## src/design/bicg_cfg.svh

```systemverilog
`ifndef BICG_CFG_SVH
`define BICG_CFG_SVH

// ##############################
// kernel sizing
// ##############################

// matrix order, A is N x N
`define BICG_N 8

// datapath word width
`define BICG_DATA_W 32

// ##############################
// memory addressing
// ##############################

// A memory holds N*N words, row-major
`define BICG_A_AW 6

// p and r memories hold N words each
`define BICG_V_AW 3

// load port addresses the widest memory
`define BICG_LOAD_AW `BICG_A_AW

`endif

```

## src/design/bicg_pkg.sv

```systemverilog
`include "bicg_cfg.svh"

package bicg_pkg;

    // ##############################
    // load port
    // ##############################

    // target memory of a host write
    typedef enum logic [1:0]
    {
        MEM_A = 2'd0,
        MEM_P = 2'd1,
        MEM_R = 2'd2
    } mem_sel_t;

    // one word written by the host per cycle with en high
    typedef struct packed
    {
        logic                     en;
        mem_sel_t                 sel;
        logic [`BICG_LOAD_AW-1:0] addr;
        logic [`BICG_DATA_W-1:0]  data;
    } load_req_t;

    // ##############################
    // result streams
    // ##############################

    // one word of the q or s stream, no back-pressure
    typedef struct packed
    {
        logic                    write;
        logic [`BICG_DATA_W-1:0] din;
    } result_beat_t;

endpackage

```

## src/design/kernel_ram.sv

```systemverilog
`include "bicg_cfg.svh"

module kernel_ram
    import bicg_pkg::*;
#(
    parameter mem_sel_t MEM_ID = MEM_A,
    parameter int       ADDR_W = `BICG_V_AW
)
(
    input  logic                    ap_clk,
    input  load_req_t               load,
    input  logic                    rd_en,
    input  logic [ADDR_W-1:0]       rd_addr,
    output logic [`BICG_DATA_W-1:0] rd_data
);

    localparam int DEPTH = 2 ** ADDR_W;

    logic [`BICG_DATA_W-1:0] mem [DEPTH];

    logic              wr_hit;
    logic [ADDR_W-1:0] wr_addr;

    // ##############################
    // host write side
    // ##############################

    // only words tagged for this memory land here
    assign wr_hit  = load.en && (load.sel == MEM_ID);
    assign wr_addr = load.addr[ADDR_W-1:0];

    always_ff @(posedge ap_clk)
    begin
        if (wr_hit)
        begin
            mem[wr_addr] <= load.data;
        end
    end

    // ##############################
    // kernel read side
    // ##############################

    // registered read, one cycle latency
    // output holds its last value until the next rd_en
    always_ff @(posedge ap_clk)
    begin
        if (rd_en)
        begin
            rd_data <= mem[rd_addr];
        end
    end

endmodule

```

## config.mk

```make
export PLATFORM = sky130hd
export DESIGN_NAME = kernel_ram
export DESIGN_NICKNAME = d
export VERILOG_FILES = /design/src/design/bicg_pkg.sv /design/src/design/kernel_ram.sv
export VERILOG_INCLUDE_DIRS = /design/src /design/src/design
export SDC_FILE = /design/constraint.sdc
export NUM_CORES = 1
export LEC_CHECK = 0
export BUFFER_PORTS_ARGS = -buffer_cell sky130_fd_sc_hd__clkbuf_2
export CORE_UTILIZATION = 40
export CTS_BUF_LIST = sky130_fd_sc_hd__clkbuf_16
export CTS_CLUSTER_SIZE = 28
export DETAILED_ROUTE_END_ITERATION = 7
export SLEW_MARGIN = 10
export SYNTH_ARGS = -nofsm -noshare
export SYNTH_HDL_FRONTEND = slang
export SYNTH_SLANG_ARGS = --single-unit
export TNS_END_PERCENT = 30
```

## constraint.sdc

```tcl
create_clock -name ap_clk -period 4.5 [get_ports ap_clk]
set_clock_uncertainty 0.05 [all_clocks]
set_input_delay 0.45 -clock ap_clk [delete_from_list [all_inputs] [get_ports ap_clk]]
set_output_delay 0.45 -clock ap_clk [all_outputs]
set_load 0.1 [all_outputs]
```

After elaboration in Yosys (flattened, before gate mapping)
Memories as Yosys holds them, arrays and structs flattened. A register that Yosys moved wholly into a read port is not among the register bits. Index checks and enable logic that the tools add are counted.

Word-level logic and storage cells: 5. Memories kept: 1. Output and inout port bits: 32. Input bits: 46. Flip-flop bits (word level): 0. Memory bits (writable): 256.

Memories: mem (depth 8, width 32, rd ports 1, clocked after Yosys merged registers in 1, write ports 1, line kernel_ram.sv:19) `` logic [`BICG_DATA_W-1:0] mem [DEPTH]; ``.

Reductions and logical operators: 2. Muxes and demuxes: 2.

Operators by type and width (number): zero test 2 bit (1); two-way mux 1 bit (2); logical AND 1 bit (1).

Logic depth before layout (Yosys ltp)
Word-level depth: 4. Depth in mapped cells: 4. Mapped depth without buffers: 2.

Least setup slack after synthesis
Ideal clock, no wire load.

Path type: in2reg. Start point: input load[32] (netlist name). End point: memory mem[0][0] (netlist name), enable pin. Arrival time: 3.393 ns. Buffers on the path: 0. Required time: 3.989 ns. Path slack: 0.596 ns. Library setup time: 0.461 ns. Cell stages on the path: 2. Cells stage by stage: or4b_2 -> nor3_1.

RTL lines: from (decl) (line kernel_ram.sv:11) `input load_req_t load,`; to (decl) (line kernel_ram.sv:19).

Straight into the memory's write port.

Worst setup path after layout
Start point: input load[32] (netlist name). End point: memory mem[6][9] (netlist name), enable pin.

Straight into the memory's write port.

==> flow_metrics.py <==
metrics = {
    "clock_network": {
        "post-cts-setup-buffer-count": 0,
        "clk-insertion-delay-late_ns": 0.54,
        "hold_buffers": 0,
        "tritoncts": "done",
        "cts_resized": 0,
        "numCtsBuffers": 29,
        "clk_path_buf_depth": 3,
        "clk_pin_slew_worst_paths_ns": 0.06,
        "root_buffer": "clkbuf_16",
        "htree_levels": 1,
        "cts.sinks": 288,
    },
    "status": {
        "status": "finished, violations left",
        "failed_checks": "design-rule violations",
    },
    "synth": {
        "synth_fa_ha_area_share_pct": 0,
        "synth_top_area_cell": "edfxtp_1",
        "synth.distinct_cells": 14,
        "avgSynthCellArea_um2": 26.02,
        "synthXorXnorAreaFrac_pct": 0,
        "synthTopCellsByArea": "edfxtp_1 (80%), mux4_1 (9.7%), mux4_2 (5.0%), mux2_2 (3.3%), buf_6 (0.73%)",
        "yosys_warnings": 0,
        "synth_simple_gate_area_share_pct": 0.6489,
        "synth_area_um2": 10800,
        "synth_seq_cells": 288,
        "netlist.area_leader.share_pct": 80.09,
        "yosysSeqAreaShare_pct": 80.09,
        "syn_inst": 415,
        "synth_top_family_by_area": "multiplexers",
        "synth_compound_area_share_pct": 0,
        "syn-num-nets": 461,
        "synthMuxAreaShare_pct": 18.08,
    },
    "timing": {
        "period_share_pct": 49.75,
        "clock.fmax_mhz": 446.7,
        "maxSlewViolCount": 0,
        "min_period_ns": 2.239,
        "finalSetupViolations": 0,
        "maxSlewHeadroom_pct": 42.36,
        "whs_ns": 0.1379,
        "tns_ns": 0,
        "hold_viol_final": 0,
        "worstMarginPinSlew_ns": 0.8625,
        "rsz0062_at_grt": "false",
    },
    "pwr": {
        "ir_drop_mv": 0.2220,
        "p_leak_nw": 4.174,
        "power_density_nw_per_um2": 452.4,
    },
    "drt": {
        "ant_nets": 0,
        "vias": 4606,
        "dr.pass1.iters": 7,
        "wl_mm": 19.76,
        "wire_per_inst_um": 22.69,
        "drc": 5,
        "avgViaCountPerCell": 5.288,
        "drtIter0Drc": 457,
    },
    "worst_hold_path": {
        "hp-class": "in2reg",
    },
    "placement": {
        "port_buffers": 74,
        "gp_congestion": 0.6646,
        "hpwl_mm": 10.81,
    },
    "final_layout": {
        "nNetsFinal": 561,
        "nFillCells": 2155,
        "drive_gt1_share_pct": 35.26,
        "diodes": 0,
        "synthToLayoutAreaGrowth_pct": 15.91,
        "utilization_pct": 47.62,
    },
    "global_routing": {
        "antenna_found_initial": 0,
        "track_usage_pct": 14.61,
        "overflow": 0,
        "grt_pass1_wl_mm": 30.08,
        "grt_max_degree": 35,
        "first_global_vias": 4931,
    },
    "die": {
        "initial_core_util_pct": 41.09,
        "row_count": 59,
        "fp.dieH_um": 166.3,
        "core_area_um2": 26280,
        "die_w_um": 166.3,
        "ioPinCount": 78,
        "die_area_um2": 27660,
    },
    "run": {
        "cap_violations": 0,
    },
    "setup_path": {
        "cp-start-kind": "input port",
        "end_kind": "flip-flop",
        "cp_max_fo": 21,
        "critPathKind": "in2reg",
        "worstPathArrival_ns": 2.41,
        "critPathRequiredTime_ns": 4.68,
    },
}
-- final cells by class --
cell class | instances | area, µm² | area share [%]
Clock buffer | 29 | 725.7 | 5.798
Clock inverter | 23 | 175.2 | 1.400
Multi-Input combinational cell | 109 | 2077 | 16.59
Sequential cell | 288 | 8648 | 69.10
Tap cell | 335 | 419.2 | 3.349
Timing Repair Buffer | 87 | 470.5 | 3.759
-- synthesized netlist by cell type (all sizes together) --
| cell type | n |
|---|---|
| edfxtp | 288 |
| nand2 | 1 |
| nor2 | 6 |
| buf | 16 |
| clkbuf | 2 |
| or4b | 1 |
| mux4 | 64 |
| nand4bb | 1 |
| nor3 | 2 |
| mux2 | 32 |
| nand2b | 2 |
-- report_power, final --
group          leakage (nW)  switching (mW)  internal, mW  total [mW]
Combinational          1.10           0.266         0.106       0.372
Sequential             2.62          0.0126          3.01        3.02
Clock                 0.458           0.940          1.33        2.27
-- cell families (layout without fill, tap and decap cells) --
group,count (synthesis),count (layout)
mux,96,96
simple gates,13,13
buf+inv,18,139
flops,288,288
-- critical path, cell delays in order --
cell,delay (ns)
clkbuf_2,0.09
or4b_2,0.81
nor2_4,0.67
buf_4,0.37
-- per-layer routing --
layer  share of wire [%]  vias to the layer above  wire length [µm]  GRT usage, %
met5                   0                        -                 0             0
met1                  45                     2453              8929         20.31
met3                 4.5                       27               887         2.908
li1                    -                     2018                 -             -
met4                 1.5                        0               303         3.502
met2                  49                      108              9640         23.90
-- cell usage in the layout, fill, tap and decap left out, drive strengths merged --
master     n
mux4      64
nor2       6
nand4bb    1
or4b       1
nand2      1
clkbuf   101
mux2      32
nor3       2
buf       15
clkinv    15
edfxtp   288
bufinv     3
nand2b     2
inv        5
-- registers in the layout, indices dropped and copies added, names as in the netlist --
name	count
mem	256
rd_data	32
-- worst paths after layout --
check	startpoint	slack (ns)	end	cells past startpoint
setup / recovery	load[32]	2.26	mem[6][9]	4
hold / removal	load[7]	0.14	mem[0][7]	1
setup reg to reg	mem[1][25]	3.03	rd_data[25]	2
hold reg to reg	mem[5][29]	0.70	rd_data[29]	2
-- per-stage QoR --
step                      instance area (µm²)  setup WS (ns)  cells  power [mW]
after global routing                    12520          2.209    871       5.849
after global placement                  11610          1.650    819       3.444
final                                   12520          2.261    871       5.663
after detailed placement                11610          1.671    819       3.455
after CTS                               12520          2.236    871       5.731
after floorplan                         10800         0.5960    415       3.350
Power figures use the tool's default switching activity.
