===== config.mk =====
export PLATFORM = sky130hd
export DESIGN_NAME = bicg_core
export DESIGN_NICKNAME = d
export VERILOG_FILES = /design/src/design/bicg_pkg.sv /design/src/design/bicg_core.sv
export VERILOG_INCLUDE_DIRS = /design/src /design/src/design
export SDC_FILE = /design/constraint.sdc
export NUM_CORES = 2
export LEC_CHECK = 0
export BUFFER_PORTS_ARGS = -buffer_cell sky130_fd_sc_hd__buf_2
export CAP_MARGIN = 20
export CORE_MARGIN = 2
export CORE_UTILIZATION = 25
export DETAILED_ROUTE_END_ITERATION = 10
export PLACE_DENSITY = 0.39
export SLEW_MARGIN = 5
export SYNTH_ARGS = -nofsm -noshare
export SYNTH_HDL_FRONTEND = slang
export SYNTH_SLANG_ARGS = --single-unit

===== constraint.sdc =====
create_clock -name ap_clk -period 25.8 [get_ports ap_clk]
set_input_delay 1.29 -clock ap_clk [delete_from_list [all_inputs] [get_ports ap_clk]]
set_output_delay 1.29 -clock ap_clk [all_outputs]
set_load 0.1 [all_outputs]

===== src/design/bicg_cfg.svh =====
`ifndef BICG_CFG_SVH
`define BICG_CFG_SVH

// ##############################
// kernel sizing
// ##############################

// matrix order, A is N x N
`define BICG_N 8

// datapath word width
`define BICG_DATA_W 32

// ##############################
// memory addressing
// ##############################

// A memory holds N*N words, row-major
`define BICG_A_AW 6

// p and r memories hold N words each
`define BICG_V_AW 3

// load port addresses the widest memory
`define BICG_LOAD_AW `BICG_A_AW

`endif


===== src/design/bicg_pkg.sv =====
`include "bicg_cfg.svh"

package bicg_pkg;

    // ##############################
    // load port
    // ##############################

    // target memory of a host write
    typedef enum logic [1:0]
    {
        MEM_A = 2'd0,
        MEM_P = 2'd1,
        MEM_R = 2'd2
    } mem_sel_t;

    // one word written by the host per cycle with en high
    typedef struct packed
    {
        logic                     en;
        mem_sel_t                 sel;
        logic [`BICG_LOAD_AW-1:0] addr;
        logic [`BICG_DATA_W-1:0]  data;
    } load_req_t;

    // ##############################
    // result streams
    // ##############################

    // one word of the q or s stream, no back-pressure
    typedef struct packed
    {
        logic                    write;
        logic [`BICG_DATA_W-1:0] din;
    } result_beat_t;

endpackage


===== src/design/bicg_core.sv =====
`include "bicg_cfg.svh"

module bicg_core
    import bicg_pkg::*;
(
    input  logic                    ap_clk,
    input  logic                    reset,
    input  logic                    ap_start,
    output logic                    ap_done,
    output logic                    ap_idle,

    output logic                    a_en,
    output logic [`BICG_A_AW-1:0]   a_addr,
    input  logic [`BICG_DATA_W-1:0] a_data,

    output logic                    p_en,
    output logic [`BICG_V_AW-1:0]   p_addr,
    input  logic [`BICG_DATA_W-1:0] p_data,

    output logic                    r_en,
    output logic [`BICG_V_AW-1:0]   r_addr,
    input  logic [`BICG_DATA_W-1:0] r_data,

    output result_beat_t            q_beat,
    output result_beat_t            s_beat
);

    localparam int DW = `BICG_DATA_W;
    localparam int VW = `BICG_V_AW;
    localparam int N  = `BICG_N;

    localparam logic [VW-1:0] LAST_IDX = VW'(N - 1);

    typedef enum logic [2:0]
    {
        S_IDLE,
        S_FETCH_R,
        S_ROW,
        S_DRAIN,
        S_SOUT,
        S_DONE
    } state_t;

    state_t state;

    logic [VW-1:0] row;
    logic [VW-1:0] col;

    // tracks the read in flight, data arrives one cycle later
    logic          mac_vld;
    logic [VW-1:0] mac_col;

    logic [DW-1:0] q_acc;
    logic [DW-1:0] s_acc [N];

    logic [DW-1:0] prod_q;
    logic [DW-1:0] prod_s;

    // ##############################
    // memory read requests
    // ##############################

    assign r_en   = (state == S_FETCH_R);
    assign r_addr = row;

    // A is row-major, so {row, col} is the word address
    assign a_en   = (state == S_ROW);
    assign a_addr = {row, col};
    assign p_en   = (state == S_ROW);
    assign p_addr = col;

    assign ap_idle = (state == S_IDLE);

    // products wrap to the data width
    // r_data stays put for the whole row since r_en fires once per row
    assign prod_q = a_data * p_data;
    assign prod_s = r_data * a_data;

    // ##############################
    // control FSM
    // ##############################

    always_ff @(posedge ap_clk)
    begin
        if (reset)
        begin
            state   <= S_IDLE;
            row     <= '0;
            col     <= '0;
            mac_vld <= 1'b0;
            mac_col <= '0;
            ap_done <= 1'b0;
        end
        else
        begin
            mac_vld <= (state == S_ROW);
            mac_col <= col;
            ap_done <= 1'b0;

            case (state)
                S_IDLE:
                begin
                    // start is ignored in every other state
                    if (ap_start)
                    begin
                        row   <= '0;
                        state <= S_FETCH_R;
                    end
                end

                S_FETCH_R:
                begin
                    col   <= '0;
                    state <= S_ROW;
                end

                S_ROW:
                begin
                    if (col == LAST_IDX)
                    begin
                        state <= S_DRAIN;
                    end
                    else
                    begin
                        col <= col + 1'b1;
                    end
                end

                S_DRAIN:
                begin
                    // last product of the row lands this cycle
                    if (row == LAST_IDX)
                    begin
                        col   <= '0;
                        state <= S_SOUT;
                    end
                    else
                    begin
                        row   <= row + 1'b1;
                        state <= S_FETCH_R;
                    end
                end

                S_SOUT:
                begin
                    if (col == LAST_IDX)
                    begin
                        state <= S_DONE;
                    end
                    else
                    begin
                        col <= col + 1'b1;
                    end
                end

                S_DONE:
                begin
                    // last s beat is on the wire now
                    ap_done <= 1'b1;
                    state   <= S_IDLE;
                end

                default:
                begin
                    state <= S_IDLE;
                end
            endcase
        end
    end

    // ##############################
    // accumulators and result beats
    // ##############################

    always_ff @(posedge ap_clk)
    begin
        if (reset)
        begin
            q_acc        <= '0;
            q_beat.write <= 1'b0;
            s_beat.write <= 1'b0;
            for (int k = 0; k < N; k++)
            begin
                s_acc[k] <= '0;
            end
        end
        else
        begin
            q_beat.write <= 1'b0;
            s_beat.write <= 1'b0;

            // column sums, one slot per column
            if (mac_vld)
            begin
                s_acc[mac_col] <= s_acc[mac_col] + prod_s;
            end

            // row sum goes out with its final product folded in
            if (state == S_DRAIN)
            begin
                q_beat.write <= 1'b1;
                q_beat.din   <= q_acc + prod_q;
                q_acc        <= '0;
            end
            else if (mac_vld)
            begin
                q_acc <= q_acc + prod_q;
            end

            // drain s, clearing each slot for the next run
            if (state == S_SOUT)
            begin
                s_beat.write <= 1'b1;
                s_beat.din   <= s_acc[col];
                s_acc[col]   <= '0;
            end
        end
    end

endmodule


Word level (Yosys, flattened, before mapping)
Memory sizes are Yosys's and may differ from the RTL's. A register that Yosys moved wholly into a read port is not among the register bits.
Index checks and enable logic that the tools add are counted.
{"block": "word_totals", "mem_bits_rw": 256, "in_bits": 99, "wordCells": 75, "mem_count": 1, "register_bits": 112, "out_inout_bits": 83}
{"memory": "s_acc", "words": 8, "width": 32, "read_ports": 2, "rd_ports_with_merged_regs": 2, "wr": 8, "line_no": "bicg_core.sv:54", "source": "logic [DW-1:0] s_acc [N];"}
{"block": "classes", "n_bitwise": 1, "reduce_logical": 12, "multipliers": 2, "n_addsub": 4, "eq_ne": 13, "muxes": 31}
{"operator": "33-bit two-way mux", "n": 2}
{"operator": "32-bit adder", "n": 2}
{"operator": "32-bit by 32-bit multiplier with 32-bit output", "n": 2}
{"operator": "32-bit two-way mux", "n": 2}
{"operator": "32-bit OR reduction", "n": 2}
{"operator": "3-bit two-way mux", "n": 13}
{"operator": "3-bit case mux with 5 select lines", "n": 1}
{"operator": "3-bit equality test, second input constant", "n": 4}
{"operator": "1-bit two-way mux", "n": 11}
{"operator": "2-bit != test, second input constant", "n": 5}
{"operator": "3-bit case mux with 3 select lines", "n": 1}
{"operator": "3-bit AND reduction", "n": 3}
{"operator": "3-bit by 1-bit adder with 3-bit output, second input constant", "n": 2}
{"operator": "3-bit by 2-bit equality test with 1-bit output, second input constant", "n": 2}
{"operator": "3-bit case mux with 2 select lines", "n": 1}
{"operator": "2-bit AND reduction", "n": 2}
{"operator": "2-bit OR reduction", "n": 2}
{"operator": "3-bit by 1-bit equality test with 1-bit output, second input constant", "n": 1}
{"operator": "3-bit zero test", "n": 1}
{"operator": "3-bit nonzero test", "n": 1}
{"operator": "2-bit by 1-bit != test with 1-bit output, second input constant", "n": 1}
{"operator": "2-bit nonzero test", "n": 1}
{"operator": "1-bit inverter", "n": 1}

Longest topological paths before layout
{"block": "logic_depth", "ltp_word": 6, "ltp_mapped": 34, "depth_no_buf": 30}

Worst setup path before layout
OpenSTA, ideal clock, no wires.
{"block": "synth_timing", "kind": "input to register", "startpoint": "input a_data[17]", "endpoint": "register q_beat[31] (netlist name) (data pin)", "path_stages": 27, "path_buffers": 2, "arrival_time_ns": 8.032, "path_slack_ns": 17.512, "path_cell_list": "clkbuf_1 clkbuf_1 nand2_1 fa_1 fa_1 inv_1 fa_1 inv_1 fa_1 inv_1 fa_1 inv_1 fa_1 fa_1 fa_1 inv_1 ha_1 a21o_1 nor3_1 o21ai_0 a31o_2 a31oi_1 o21ai_1 a211o_1 a31oi_1 xor2_1 inv_1"}
{"block": "synth_via", "elab_chain_cells": 2}
{"element": "from (decl)", "line_no": "bicg_core.sv:14", "source": "input logic [`BICG_DATA_W-1:0] a_data,"}
{"element": "32-bit by 32-bit multiplier with 32-bit output", "line_no": "bicg_core.sv:76", "source": "assign prod_q = a_data * p_data;"}
{"element": "32-bit adder", "line_no": "bicg_core.sv:202", "source": "q_beat.din <= q_acc + prod_q;"}
{"element": "to (decl)", "line_no": "bicg_core.sv:24", "source": "output result_beat_t q_beat,"}
No other way between the ends.
A chain may end at the register's enable or synchronous reset.

==> reports/qor.csv <==
metric;value;unit
outcome;completed;
Max Cap Viol;0;
DRC viols;0;
setup TNS;0;ns
Routed Antenna Nets;0;
DR vias;37540;
Tightest Hold Check Type;flip-flop to flip-flop;
sequential area share after synthesis;16.23;%
H-Tree Depth;2;
Setup crit start kind;flip-flop;
Placed Instances;8025;
worst path required time;26.28;ns
Congestion Overflow GR;0;
critical path type;flip-flop to flip-flop;
clk root buf;clkbuf_16;
RR Endpoint;s_acc[6][27]$_SDFFE_PP0P_;
data arrival time of the critical path;9.78;ns
Area Overhead vs Synth;10.41;%
Mapped Cells;5491;
final worst path period share;36.03;%
core area;197400;um^2
R2R Path Start;mac_col[2]$_SDFF_PP0_;
CP most frequent cell;fa_1;
post-synthesis instance area;49720;um^2
DIE HEIGHT;449.9;um
highest clock rate;0.1076;GHz
critical path's top delay family;adder cells;
crit path from;mac_col[2]$_SDFF_PP0_;
post-CTS setup buffers;0;
largest net degree at the start of global routing;90;
number of synthesized register bits;371;
DR iter-0 viols;2597;
initial antenna violation count;20;
TritonCTS Buffers;48;
Final setup viols;0;
CP Max Fanout;29;
Starting Density;25.18;%
synth cell count leaders;1018 x inv_1, 876 x fa_1, 656 x nand2_1;
Post-Syn Nets;6718;
vias per cell;4.624;
R2R setup slack;16.50;ns
Yosys top cell area share;35.27;%
Synth Warn #;0;
Die X;449.9;um
Final nets;6663;
Setup crit end;s_acc[6][27]$_SDFFE_PP0P_;
Worst slew margin;20.54;%
final std cells w/o fill;8118;
Crit path depth;29;
post-route design area;54890;um^2
min Tclk post-route;9.297;ns
cts hold-fix bufs;0;
Synth Flop Type;dfxtp_1;
# IOs;182;
cts repair resizes;0;
Max Clock Skew;0.02019;ns
most frequent cell after synthesis;inv_1;
Synth area leaders;fa_1 35%, dfxtp_1 12%, inv_1 7.7%;
DR WL/cell;22.10;um
gr usage total;17.79;%
Placement Rows;163;
synthesized area per cell;9.054;um^2
placed cell area;53230;um^2
Yosys top cell by area;fa_1;
gpl congestion;0.8124;
slew of the pin with the lowest slew margin;1.192;ns
Buf/Inv on CP;6;
Yosys cell types;71;
Worst Reg-to-Reg Cells;29;
RSZ-0062 raised after global routing;false;
first-pass GRT wire length;270800;um
slowest stage delay, CP;0.64;ns
Hold Crit Start;s_acc[0][3]$_SDFFE_PP0P_;
drt total wl;179400;um
Slowest-stage cell, CP;xor2_1;
vias in the first global route;40270;
clk_lat worst skew;0.64;ns
final hold violation count;0;
Bufs on Longest Clock Path;3;
Die ar.;202500;um^2
Post-synth EDFFs;64;
clock slew at reported path FFs;0.06;ns
Post-DP HPWL;128400;um
kind of end point of the critical path;flip-flop;
CTS Sinks;371;
share of cells above drive strength 1;8.857;%
DR pass1 iterations;8;
CTS tree;yes;
count of input and output buffers;181;
Async SR Flop Fraction;0;%
Max Slew Vio Count;0;
-- per-stage QoR --
step	worst slack, ns	hold WS (ns)	util [%]
after floorplan	17.51	0.4461	-
after global placement	16.31	0.4672	26.96
after detailed placement	16.27	0.4727	26.96
after CTS	16.58	0.4814	27.80
after global routing	16.10	0.5072	27.80
final	16.50	0.4814	27.80
-- sequential cells by signal, summed over array words and instances (netlist names), named ones only --
name     count
s_acc      256
r_addr       3
q_beat      33
state        3
q_acc       32
s_beat      33
ap_done      1
mac_col      3
p_addr       3
mac_vld      1
-- layout by cell type, fill, tap and decap left out, types with 111 or more instances in the layout --
master / Yosys / routed
a31oi_1: 111 / 111
and2_1: 537 / 537
nor2_1: 290 / 281
dfxtp_1: 307 / 303
inv_1: 1018 / 1018
xnor2_1: 136 / 136
a21oi_1: 165 / 165
nand3_1: 167 / 167
fa_1: 876 / 876
buf_2: 2 / 181
nand2_1: 656 / 648
ha_1: 252 / 252
-- how the worst min path moves through the flow --
stage	to	slack, ns	cells after the start
2_1_floorplan	q_acc[30]$_SDFFE_PP0P_	0.45	2
3_3_place_gp	s_acc[6][0]$_SDFFE_PP0P_	0.47	2
3_5_place_dp	s_acc[7][3]$_SDFFE_PP0P_	0.47	2
4_1_cts	s_acc[7][3]$_SDFFE_PP0P_	0.48	2
5_1_grt	s_acc[4][23]$_SDFFE_PP0P_	0.51	2
6_report	s_acc[0][3]$_SDFFE_PP0P_	0.48	2
-- metal layers --
metal  vias up  share of wire, %  track usage, %
met5         -             0.011               0
met4         2               2.9           4.960
met3       218               5.3           2.241
met2      1039                48           29.97
met1     19470                44           23.85
li1      16800                 -               -
-- tightest hold or removal path, cell delays in order (launching register included) --
cell and delay (ns):
dfxtp_1 0.32, nand3_1 0.06, a21oi_1 0.05
-- cell type report --
| class | instances | area (um^2) |
|---|---|---|
| fillers | 21370 | 142500 |
| multi-input cells | 3736 | 36530 |
| flip-flops and latches | 371 | 8078 |
| inverters | 1019 | 3830 |
| well taps | 2640 | 3303 |
| repair buffers | 260 | 1499 |
| clock buffers | 66 | 1359 |
| clock inverters | 24 | 291.5 |
| diodes | 2 | 5.005 |
-- cells by family (layout without fill, tap and decap cells) --
| logic type | count (synthesis) | after routing | share of synthesized area, % |
|---|---|---|---|
| AO/OA/AOI/OAI | 559 | 559 | 7.432 |
| XOR/XNOR | 176 | 176 | 3.116 |
| adder cells (fa/ha/maj) | 1128 | 1128 | 41.62 |
| buffers and inverters | 1384 | 1369 | 10.58 |
| flip-flops | 371 | 371 | 16.23 |
| multiplexers | 126 | 126 | 4.228 |
| other | 0 | 2 | 0 |
| AND/OR/NAND/NOR | 1747 | 1747 | 16.80 |
Power is left out: the tool's default activity adds up to more than one toggle a clock period on the data nets, which glitch-free logic cannot reach.
