**config.mk**
```make
export PLATFORM = sky130hd
export DESIGN_NAME = result_fold
export DESIGN_NICKNAME = d
export VERILOG_FILES = /design/src/design/bicg_pkg.sv /design/src/design/result_fold.sv
export VERILOG_INCLUDE_DIRS = /design/src /design/src/design
export SDC_FILE = /design/constraint.sdc
export NUM_CORES = 1
export LEC_CHECK = 0
export ABC_AREA = 1
export BUFFER_PORTS_ARGS = -buffer_cell sky130_fd_sc_hd__buf_2
export CORE_MARGIN = 2
export CORE_UTILIZATION = 45
export DETAILED_ROUTE_END_ITERATION = 8
export PLACE_DENSITY_LB_ADDON = 0.3
export SYNTH_ARGS = -nofsm -noshare
export SYNTH_HDL_FRONTEND = slang
export SYNTH_SLANG_ARGS = --single-unit
export TNS_END_PERCENT = 5
```
**constraint.sdc**
```tcl
create_clock -name ap_clk -period 2 [get_ports ap_clk]
set_input_delay 0.3 -clock ap_clk [delete_from_list [all_inputs] [get_ports ap_clk]]
set_output_delay 0.3 -clock ap_clk [all_outputs]
set_load 0.01 [all_outputs]
```
**src/design/bicg_cfg.svh**
```systemverilog
`ifndef BICG_CFG_SVH
`define BICG_CFG_SVH

// ##############################
// kernel sizing
// ##############################

// matrix order, A is N x N
`define BICG_N 8

// datapath word width
`define BICG_DATA_W 32

// ##############################
// memory addressing
// ##############################

// A memory holds N*N words, row-major
`define BICG_A_AW 6

// p and r memories hold N words each
`define BICG_V_AW 3

// load port addresses the widest memory
`define BICG_LOAD_AW `BICG_A_AW

`endif

```
**src/design/bicg_pkg.sv**
```systemverilog
`include "bicg_cfg.svh"

package bicg_pkg;

    // ##############################
    // load port
    // ##############################

    // target memory of a host write
    typedef enum logic [1:0]
    {
        MEM_A = 2'd0,
        MEM_P = 2'd1,
        MEM_R = 2'd2
    } mem_sel_t;

    // one word written by the host per cycle with en high
    typedef struct packed
    {
        logic                     en;
        mem_sel_t                 sel;
        logic [`BICG_LOAD_AW-1:0] addr;
        logic [`BICG_DATA_W-1:0]  data;
    } load_req_t;

    // ##############################
    // result streams
    // ##############################

    // one word of the q or s stream, no back-pressure
    typedef struct packed
    {
        logic                    write;
        logic [`BICG_DATA_W-1:0] din;
    } result_beat_t;

endpackage

```
**src/design/result_fold.sv**
```systemverilog
`include "bicg_cfg.svh"

module result_fold
    import bicg_pkg::*;
(
    input  logic         ap_clk,
    input  logic         reset,
    input  result_beat_t q_beat,
    input  result_beat_t s_beat,
    output logic [3:0]   data_out,
    output logic         data_valid
);

    localparam int NBYTES = `BICG_DATA_W / 8;

    logic [7:0] q_byte;
    logic [7:0] s_byte;
    logic       q_vld;
    logic       s_vld;

    logic [7:0] mix_byte;
    logic       mix_vld;

    // xor of all bytes of one word
    function automatic logic [7:0] byte_fold(input logic [`BICG_DATA_W-1:0] word);
        logic [7:0] acc;
        acc = '0;
        for (int b = 0; b < NBYTES; b++)
        begin
            acc = acc ^ word[b*8 +: 8];
        end
        return acc;
    endfunction

    // ##############################
    // stage 1, per-stream byte fold
    // ##############################

    always_ff @(posedge ap_clk)
    begin
        if (reset)
        begin
            q_vld <= 1'b0;
            s_vld <= 1'b0;
        end
        else
        begin
            q_vld <= q_beat.write;
            s_vld <= s_beat.write;
        end
        q_byte <= byte_fold(q_beat.din);
        s_byte <= byte_fold(s_beat.din);
    end

    // ##############################
    // stage 2, merge the two streams
    // ##############################

    always_ff @(posedge ap_clk)
    begin
        if (reset)
        begin
            mix_vld <= 1'b0;
        end
        else
        begin
            mix_vld <= q_vld | s_vld;
        end

        case ({q_vld, s_vld})
            2'b01:   mix_byte <= s_byte;
            2'b10:   mix_byte <= q_byte;
            2'b11:   mix_byte <= q_byte ^ s_byte;
            default: mix_byte <= '0;
        endcase
    end

    // stage 3, nibble fold
    always_ff @(posedge ap_clk)
    begin
        if (reset)
        begin
            data_valid <= 1'b0;
        end
        else
        begin
            data_valid <= mix_vld;
        end
        data_out <= mix_byte[7:4] ^ mix_byte[3:0];
    end

endmodule

```
## Word-level counts from Yosys, hierarchy flattened

Cells that the tools add are included.

- Register bits: 32

- Equal/unequal tests: 3
- Multiplexer cells: 1
- Bitwise gates (word level): 9

Operators by type and width:

| cell | count |
|---|---|
| 8-bit XOR | 7 |
| 8-bit case mux with 3 select lines | 1 |
| 2-bit == test (second input constant) | 2 |
| 4-bit XOR | 1 |
| 2-bit by 1-bit == test with 1-bit output (second input constant) | 1 |
| 1-bit OR | 1 |

## Longest topological paths before layout

Gate-level depths: netlist of the first run.

- Depth after elaboration: 3
- Depth in mapped cells: 5
- Depth with buffers taken out: 5

## Least setup slack after synthesis of the first run

No wires, ideal clock.

- Path type: register -> register
- From: register s_vld
- To: register mix_byte[0]
- Library setup time: 117 ps
- Arrival: 611 ps
- Data required time: 1883 ps
- Slack: 1272 ps
- Cell stages (with the launch flop): 4
- Buffers on the path: 1
- Period minus slack after synthesis: 728 ps
- Cell sequence: dfxtp_1 -> buf_6 -> nand2_1 -> xor2_1

- Word-level cells in the longest chain between the ends: 2

Ends and longest elaborated chain:

| element | RTL line | source |
|---|---|---|
| start: declaration | result_fold.sv:19 | `logic s_vld;` |
| start signal: assignment | result_fold.sv:49 | `s_vld <= s_beat.write;` |
| 2-bit == test or 2-bit by 1-bit == test with 1-bit output (tied branches) | result_fold.sv:70 | `case ({q_vld, s_vld})` |
| 8-bit case mux with 3 select lines (*) | result_fold.sv:70 |  |
| end signal: assignment | result_fold.sv:71 | `2'b01: mix_byte <= s_byte;` |
| end signal: assignment | result_fold.sv:72 | `2'b10: mix_byte <= q_byte;` |
| end signal: assignment | result_fold.sv:73 | `2'b11: mix_byte <= q_byte ^ s_byte;` |
| end: declaration | result_fold.sv:21 | `logic [7:0] mix_byte;` |

Every way passes the cells marked *; elsewhere a longest branch is shown, timed or not.
A chain may end at the register's enable or synchronous reset.

## Worst setup path after layout of the first run

- From: register data_valid
- To: output port data_valid

RTL lines:

| element | RTL line | source |
|---|---|---|
| start: declaration | result_fold.sv:11 | `output logic data_valid` |
| start signal: assignment | result_fold.sv:87 | `data_valid <= mix_vld;` |

No word-level cell between the ends.

==> results of run 1 <==
report_power, final:
| group | internal [mW] | total, mW | switching [mW] |
|---|---|---|---|
| registers | 0.720 | 0.749 | 0.0288 |
| clock network | 0.274 | 0.481 | 0.207 |
| logic | 0.153 | 0.315 | 0.163 |
worst min-delay path by stage:
| stage | end | from | depth (start not counted) |
|---|---|---|---|
| CTS | data_valid$_SDFF_PP0_ | reset | 2 |
| detailed placement | data_valid$_SDFF_PP0_ | mix_vld$_SDFF_PP0_ | 2 |
| finish | data_valid$_SDFF_PP0_ | reset | 2 |
| floorplan | q_vld$_SDFF_PP0_ | reset | 1 |
| global placement | data_valid$_SDFF_PP0_ | mix_vld$_SDFF_PP0_ | 2 |
| global route | s_vld$_SDFF_PP0_ | reset | 2 |
state kept, by name (all words and copies together) (netlist names):
| name | flops |
|---|---|
| data_valid | 1 |
| data_out | 4 |
| mix_byte | 8 |
| q_byte | 8 |
| q_vld | 1 |
| mix_vld | 1 |
| s_vld | 1 |
| s_byte | 8 |
routing by layer:
layer / GRT usage, % / wire length, µm
met1: 14.59 / 1275
met2: 25.12 / 1490
met3: 4.934 / 200
met5: 0 / 0
met4: 3.250 / 10
cells by family after synthesis:
| kind of cell | Yosys count | share of synthesized area, % |
|---|---|---|
| XOR/XNOR | 28 | 13.33 |
| flip-flops | 32 | 34.83 |
| AND/OR/NAND/NOR | 181 | 36.94 |
| buffers and inverters | 69 | 14.90 |
cell usage in the layout (no fill, tap or decap):
master | netlist | layout
inv_1 | 67 | 67
buf_2 | 0 | 72
clkinv_2 | 0 | 2
nor2_1 | 37 | 37
clkbuf_8 | 0 | 6
dfxtp_1 | 32 | 32
xor2_1 | 12 | 12
nand2_1 | 144 | 144
xnor2_1 | 16 | 16
final cells by class:
| class | count | share of cell area (%) |
|---|---|---|
| clock inverters | 2 | 0.4292 |
| inverters | 67 | 10.78 |
| repair buffers | 72 | 15.45 |
| flip-flops and latches | 32 | 27.47 |
| well taps | 50 | 2.682 |
| multi-input cells | 209 | 39.65 |
| clock buffers | 6 | 3.541 |
through the flow:
stage	setup slack (ns)	instance area (µm²)
5_1_grt	0.9494	2332
4_1_cts	0.9982	2332
2_1_floorplan	1.272	1839
3_3_place_gp	1.150	2240
3_5_place_dp	1.106	2240
6_report	1.012	2332
==> out/metrics.yaml, run 1 <==
status: "complete, no violations"
endpoint: "data_valid"
drcViolationCount: 0
p_leak_nw: 1.513
hp-class: "in2reg"
dp_cells: 430
antenna_left: 0
grt_max_degree: 11
worstSetupPathType: "reg2out"
cts_root_buf: "clkbuf_8"
path_buf_inv: 1
fp.dieW_um: 67.93
syn_nets: 378
fin_tns_setup_ns: 0
vias_per_cell: 4.037
core_um2: 3971
netlist.area_leader.share_pct: 34.83
final_hold_viol_count: 0
syn_area_per_cell_um2: 5.933
vdd_ir_drop_max_v: 0.0003056
io_buffer_count: 72
critPathMaxStageDelay_ns: 0.29
async_flop_share_pct: 0
layout_min_cycle_time_ns: 0.9878
power.density_nw_per_um2: 662.6
yosysWarnings: 0
worst_slew_pin_slew_ns: 0.3104
nets: 455
syn_inst: 310
clk-insertion-delay-late_ns: 0.27
synth_most_common_cell: "nand2_1"
cp-startpoint: "data_valid$_SDFF_PP0_"
synth.distinct_cells: 7
cts_inserted_buffers: 5
r2r-start: "q_vld$_SDFF_PP0_"
grt_antenna_before_repair: 0
gp_congestion: 0.7436
finalMaxSlewViolations: 0
power_mw: 1.545
die_y_um: 67.93
grt_util_all_layers_pct: 13.59
dr.first_iter.drc_count: 53
worst_setup_path_start_kind: "flop"
hold_buffers: 0
crit_family: "flip-flops"
post_drt_wl_per_cell_um: 6.797
cp_cell_sequence: "buf_2"
final_util_pct: 58.73
grt_pass1_wl_mm: 4.878
rrSetupSlack_ns: 1.10
cp_slowest_cell: "dfxtp_1"
diodes: 0
fin_hold_ws_ns: 0.2309
cts_tree: "built"
yosysSeqAreaShare_pct: 34.83
cp.arrival_ns: 0.69
drive_above_1_share_pct: 20.62
multi_input_comb_area_um2: 924.6
vias: 1768
wl_mm: 2.977
yosys-top-cells-area: "dfxtp_1 35%, nand2_1 29%, inv_1 14%"
skew_ns: 0.002738
cp-end-kind: "output port"
initial_core_util_pct: 46.31
seq_area_um2: 640.6
fillers: 421
synth_edf_count: 0
setup_viol: 0
cp.depth: 1
drt-pass1-iter-count: 4
overflow: 0
htreeDepth: 2
r2r_cells: 2
clockBufferDepth: 2
synth.top_cells.by_count: "144 x nand2_1, 67 x inv_1, 37 x nor2_1"
ys.flop_type: "dfxtp_1"
cts.clk_slew.worst_paths_ns: 0.06
min_period_over_period_pct: 49.39
dieArea_um2: 4614
max_freq_ghz: 1.012
slew_headroom_pct: 79.28
drv_cap: 0
r2r-end: "mix_byte[0]$_DFF_P_"
row_count: 23
worstPathMaxFanout: 1
netlist_area_um2: 1839
post_cts_resized: 0
yosysTopAreaCell: "dfxtp_1"
hpwl_mm: 2.555
syn2layout_area_growth_pct: 26.80
post_cts_buffers: 0
fin_cells: 438
synth_seq_cells: 32
rsz0062_at_grt: "no"
io-pin-count: 73
cts.sinks: 32
grt_pass1_vias: 1392
cp_data_required_time_ns: 1.70
No activity file was read; power rests on OpenSTA's default activity.
==> run 2, diff against run 1 <==
--- a/config.mk
+++ b/config.mk
@@ -6,10 +6,10 @@
 export SDC_FILE = /design/constraint.sdc
 export NUM_CORES = 1
 export LEC_CHECK = 0
-export ABC_AREA = 1
+export ABC_AREA = 0
 export BUFFER_PORTS_ARGS = -buffer_cell sky130_fd_sc_hd__buf_2
 export CORE_MARGIN = 2
-export CORE_UTILIZATION = 45
+export CORE_UTILIZATION = 38
 export DETAILED_ROUTE_END_ITERATION = 8
 export PLACE_DENSITY_LB_ADDON = 0.3
 export SYNTH_ARGS = -nofsm -noshare
==> constraint.sdc (replaced) <==
create_clock -name ap_clk -period 0.8 [get_ports ap_clk]
set_input_delay 0.12 -clock ap_clk [delete_from_list [all_inputs] [get_ports ap_clk]]
set_output_delay 0.12 -clock ap_clk [all_outputs]
set_load 0.01 [all_outputs]
==> out/metrics.yaml, run 2 <==
core_um2: 3284
pre_cts_slack_ns: -0.01100
clockBufferDepth: 2
seq_power_share_pct: 54.4
vias_per_cell: 3.914
io-pin-count: 73
cts.sinks: 32
ys.flop_type: "dfxtp_1"
gp_congestion: 0.6382
vdd_ir_drop_max_v: 0.0008234
grt_max_degree: 10
synthMuxAreaShare_pct: 0
sw_frac_of_total_pct: 24.34
worstPathMaxFanout: 1
overflow: 0
crit_family: "flip-flops"
cts_inserted_buffers: 5
yosys-top-cells-area: "dfxtp_1 50%, xnor2_1 22%, xor2_1 19%"
final_hold_viol_count: 0
grt_pass1_vias: 867
hpwl_mm: 1.841
cp_data_required_time_ns: 0.68
yosysTopAreaCell: "dfxtp_1"
fin_hold_ws_ns: 0.06261
synth_fa_ha_area_share_pct: 0
power.density_nw_per_um2: 2050
nets: 265
yosysSeqAreaShare_pct: 50.25
status: "complete, but fails checks"
cts_root_buf: "clkbuf_4"
synth.top_cells.by_count: "32 x dfxtp_1, 32 x xnor2_1, 28 x xor2_1"
die_y_um: 61.93
async_flop_share_pct: 0
cts.clk_slew.worst_paths_ns: 0.09
io_buffer_count: 72
synth-compound-area-share_pct: 0
vias: 955
initial_core_util_pct: 38.82
p_comb_share_pct: 20.9
wl_mm: 2.250
worst_setup_path_start_kind: "flop"
drt-pass1-iter-count: 4
skew_ns: 0.006191
netlist.area_leader.share_pct: 50.25
min_period_over_period_pct: 109.4
hp-class: "in2reg"
p_clk_share_pct: 24.8
syn_area_per_cell_um2: 11.09
dr.first_iter.drc_count: 3
worstSetupPathType: "reg2out"
diodes: 0
synth_seq_cells: 32
cp_slowest_cell: "dfxtp_2"
syn_inst: 115
synthSimpleGateAreaFrac_pct: 6.771
cp.arrival_ns: 0.75
worst_slew_pin_slew_ns: 0.1815
setup_viol: 5
max_freq_ghz: 1.143
antenna_left: 0
syn2layout_area_growth_pct: 42.49
slew_headroom_pct: 87.82
largestRegisters: "mix_byte x8, q_byte x8, s_byte x8"
violations: "negative setup slack"
final_util_pct: 55.31
power_switching_uw: 906.7
layout_min_cycle_time_ns: 0.8749
final_area_um2: 1817
p_leak_nw: 0.8343
yosysWarnings: 0
power_mw: 3.725
synth_top_family_by_area: "XOR/XNOR gates"
fp.dieW_um: 61.93
drcViolationCount: 0
cp_cell_sequence: "buf_6"
final_common_cell: "buf_2"
drive_above_1_share_pct: 46.97
clk-insertion-delay-late_ns: 0.32
post_drt_wl_per_cell_um: 9.221
critPathMaxStageDelay_ns: 0.33
finalMaxSlewViolations: 0
grt_pass1_wl_mm: 3.277
cellInternalPower_mw: 2.818
path_buf_inv: 1
syn_nets: 183
synth-xor-area-share_pct: 41.22
htreeDepth: 2
synth_edf_count: 0
cts_tree: "built"
placed_area_um2: 1700
netlist_area_um2: 1275
grt_antenna_before_repair: 0
grt_util_all_layers_pct: 12.35
setup_ws_ns: -0.07493
rsz0062_at_grt: "yes"
row_count: 21
layout_common_cells: "69 x buf_2, 32 x xnor2_1, 28 x xor2_1"
cp-end-kind: "output port"
synth.distinct_cells: 7
drv_cap: 0
dieArea_um2: 3835
-- run 2: changes by cell type in the layout (fill, tap and decap cells not counted), moves of 5 or more --
| cell | change |
|---|---|
| inv_1 | -67 |
| dfxtp_1 | -5 |
| nand2_1 | -134 |
| clkbuf_4 | +5 |
| nand2_2 | +6 |
| xnor2_1 | +16 |
| dfxtp_2 | +5 |
| nor2_1 | -35 |
| buf_6 | +5 |
| xor2_1 | +16 |
| clkbuf_8 | -5 |
-- run 2: final cells by class --
cell class / instances / area [µm²]
multi-input cells: 81 / 626.9
repair buffers: 77 / 426.7
flip-flops and latches: 32 / 646.9
fillers: 297 / 1468
well taps: 46 / 57.56
clock buffers: 8 / 58.81
-- run 2: power groups by stage --
| stage | Combinational [mW] | Sequential [mW] | Clock (mW) |
|---|---|---|---|
| after global routing | 0.867 | 2.06 | 1.03 |
| after floorplan | 0.396 | 2.05 | 0 |
| after CTS | 0.747 | 2.00 | 0.949 |
| after detailed placement | 0.740 | 2.04 | 0 |
| final | 0.778 | 2.02 | 0.922 |
| after global placement | 0.715 | 2.04 | 0 |
-- run 2: per-stage QoR --
stage	setup TNS [ns]	instances
after floorplan	0	115
after global placement	0	235
after detailed placement	-0.01100	235
after CTS	-0.4072	244
after global routing	-0.7036	244
final	-0.3470	244
-- run 2: cell families (layout without fill, tap and decap cells) --
| group | count (synthesis) | after routing |
|---|---|---|
| xor gates and xnor gates | 60 | 60 |
| buffers and inverters | 2 | 85 |
| DFF | 32 | 32 |
| and+or+nand+nor | 21 | 21 |
-- run 2: worst paths after layout --
path | from | endpoint | slack, ns | depth (start not counted)
min | s_beat[32] | s_vld$_SDFF_PP0_ | 0.06 | 2
max reg2reg | q_vld$_SDFF_PP0_ | mix_byte[1]$_DFF_P_ | 0.01 | 3
max | data_out[2]$_DFF_P_ | data_out[2] | -0.07 | 1
min reg2reg | mix_byte[3]$_DFF_P_ | data_out[3]$_DFF_P_ | 0.42 | 1
-- run 2: routing by layer --
metal / wire length, µm / part of all wire, % / up-vias / global-route usage, %
met1: 855 / 38 / 394 / 13.76
met5: 0 / 0 / - / 0
met2: 1143 / 51 / 44 / 19.85
met4: 57 / 2.5 / 0 / 9.119
met3: 193 / 8.6 / 7 / 3.727
li1: - / - / 510 / -
-- run 2: repair_timing --
| action | 4_1_cts | 5_1_grt |
|---|---|---|
| setup buffers | 0 | 0 |
| hold buffers | 1 | 0 |
| resized for setup | 3 | 13 |
| endpoints found under the setup margin | 11 | 12 |
| endpoints found under the hold margin | 4 | 0 |
==> run 3, diff against run 2 <==
--- a/config.mk
+++ b/config.mk
@@ -9,9 +9,11 @@
 export ABC_AREA = 0
 export BUFFER_PORTS_ARGS = -buffer_cell sky130_fd_sc_hd__buf_2
 export CORE_MARGIN = 2
-export CORE_UTILIZATION = 38
+export CORE_UTILIZATION = 40
+export CTS_BUF_LIST = sky130_fd_sc_hd__clkbuf_2 sky130_fd_sc_hd__clkbuf_4 sky130_fd_sc_hd__clkbuf_8
 export DETAILED_ROUTE_END_ITERATION = 8
 export PLACE_DENSITY_LB_ADDON = 0.3
+export REMOVE_ABC_BUFFERS = 1
 export SYNTH_ARGS = -nofsm -noshare
 export SYNTH_HDL_FRONTEND = slang
 export SYNTH_SLANG_ARGS = --single-unit
==> out/metrics.yaml, run 3 (same netlist as run 2, synthesis figures left out) <==
status: "complete, but fails checks"
violations: "negative setup slack"
drcViolationCount: 0
antenna_left: 0
fillers: 264
wl_met3_um: 170
io-pin-count: 73
dieArea_um2: 3655
max_freq_ghz: 1.147
io_buffer_count: 72
cts_inserted_buffers: 5
vdd_ir_drop_max_v: 0.0008106
cp_cell_sequence: "buf_6"
slew_headroom_pct: 87.73
cp-end-kind: "output port"
setup_ws_ns: -0.07195
maxUsedRoutingLayer: "met4"
pre_cts_slack_ns: -0.09999
cp_data_required_time_ns: 0.68
hpwl_mm: 1.926
overflow: 0
grt_pass1_vias: 1011
drive_above_1_share_pct: 43.52
fin_hold_ws_ns: 0.01225
grt_antenna_before_repair: 0
hp-class: "in2reg"
grt_util_all_layers_pct: 14.19
initial_core_util_pct: 41.76
vias_per_cell: 4.173
dr.first_iter.drc_count: 5
nets: 261
drv_cap: 0
fp.dieW_um: 60.46
row_count: 20
setup_viol: 5
htreeDepth: 2
final_common_cell: "buf_2"
power.density_nw_per_um2: 2045
cp.arrival_ns: 0.75
critPathMaxStageDelay_ns: 0.32
worstPathMaxFanout: 1
skew_ns: 0.01265
rsz0062_at_grt: "yes"
drt-pass1-iter-count: 4
p_leak_nw: 0.8074
crit_family: "flip-flops"
diodes: 0
largestRegisters: "mix_byte x8, q_byte x8, s_byte x8"
cp_slowest_cell: "dfxtp_2"
final_hold_viol_count: 0
power_mw: 3.584
worstSetupPathType: "reg2out"
finalMaxSlewViolations: 0
min_period_over_period_pct: 109.0
placed_area_um2: 1668
wl_met2_mm: 1.400
cts.sinks: 32
cts_root_buf: "clkbuf_4"
core_um2: 3053
grt_pass1_wl_mm: 3.677
layout_common_cells: "70 x buf_2, 32 x xnor2_1, 28 x xor2_1, 28 x dfxtp_1, 15 x nand2_1"
gp_congestion: 0.6243
wl_mm: 2.297
clockBufferDepth: 2
fin_tns_setup_ns: -0.3303
layout_min_cycle_time_ns: 0.8720
worst_slew_pin_slew_ns: 0.1827
grt_max_degree: 10
path_buf_inv: 1
cts_tree: "built"
vias: 989
syn2layout_area_growth_pct: 37.49
worst_setup_path_start_kind: "flop"
post_drt_wl_per_cell_um: 9.692
clk-insertion-delay-late_ns: 0.32
die_y_um: 60.46
wl_met1_um: 680
cts.clk_slew.worst_paths_ns: 0.09
final_area_um2: 1753
run 3: cell count changes in the layout (fill, tap and decap cells not counted), sizes merged:
cell	delta
buf	-4
clkbuf	-2
clkinv	+1
run 3: timing repair:
action | 4_1_cts | 5_1_grt
hold buffers | 1 | 0
endpoints found under the setup margin | 13 | 13
endpoints found under the hold margin | 3 | 0
pin swaps | 0 | 0
resized for setup | 3 | 6
buffers inserted | 0 | 0
run 3: area by class of cell:
cell class / count / area (µm²) / area share (%)
Sequential cell: 32 / 650.6 / 37.12
Timing Repair Buffer: 73 / 382.9 / 21.84
Tap cell: 44 / 55.05 / 3.141
Multi-Input combinational cell: 81 / 614.3 / 35.05
Clock buffer: 6 / 45.04 / 2.570
Clock inverter: 1 / 5.005 / 0.2855
run 3: through the flow:
step / cells / utilization, %
global placement: 229 / 54.63
detailed placement: 229 / 54.63
global route: 237 / 57.42
floorplan: 113 / -
CTS: 237 / 56.76
finish: 237 / 57.42
run 3: path summary, 6_finish.rpt:
kind	start	depth (start not counted)	endpoint	slack, ns
setup reg to reg	s_vld$_SDFF_PP0_	2	mix_byte[3]$_DFF_P_	0.05
hold reg to reg	mix_byte[4]$_DFF_P_	1	data_out[0]$_DFF_P_	0.42
setup / recovery	data_out[0]$_DFF_P_	1	data_out[0]	-0.07
hold / removal	s_beat[32]	2	s_vld$_SDFF_PP0_	0.01
run 3: routing by layer:
metal / track usage, % / vias up
li1: - / 500
met1: 11.10 / 438
met2: 28.42 / 44
met3: 4.264 / 7
met4: 10.56 / 0
met5: 0 / -
run 3: power breakdown:
group,internal [mW],switching [mW]
Combinational,0.448,0.293
Clock,0.357,0.469
Sequential,1.91,0.107
Total,2.71,0.870
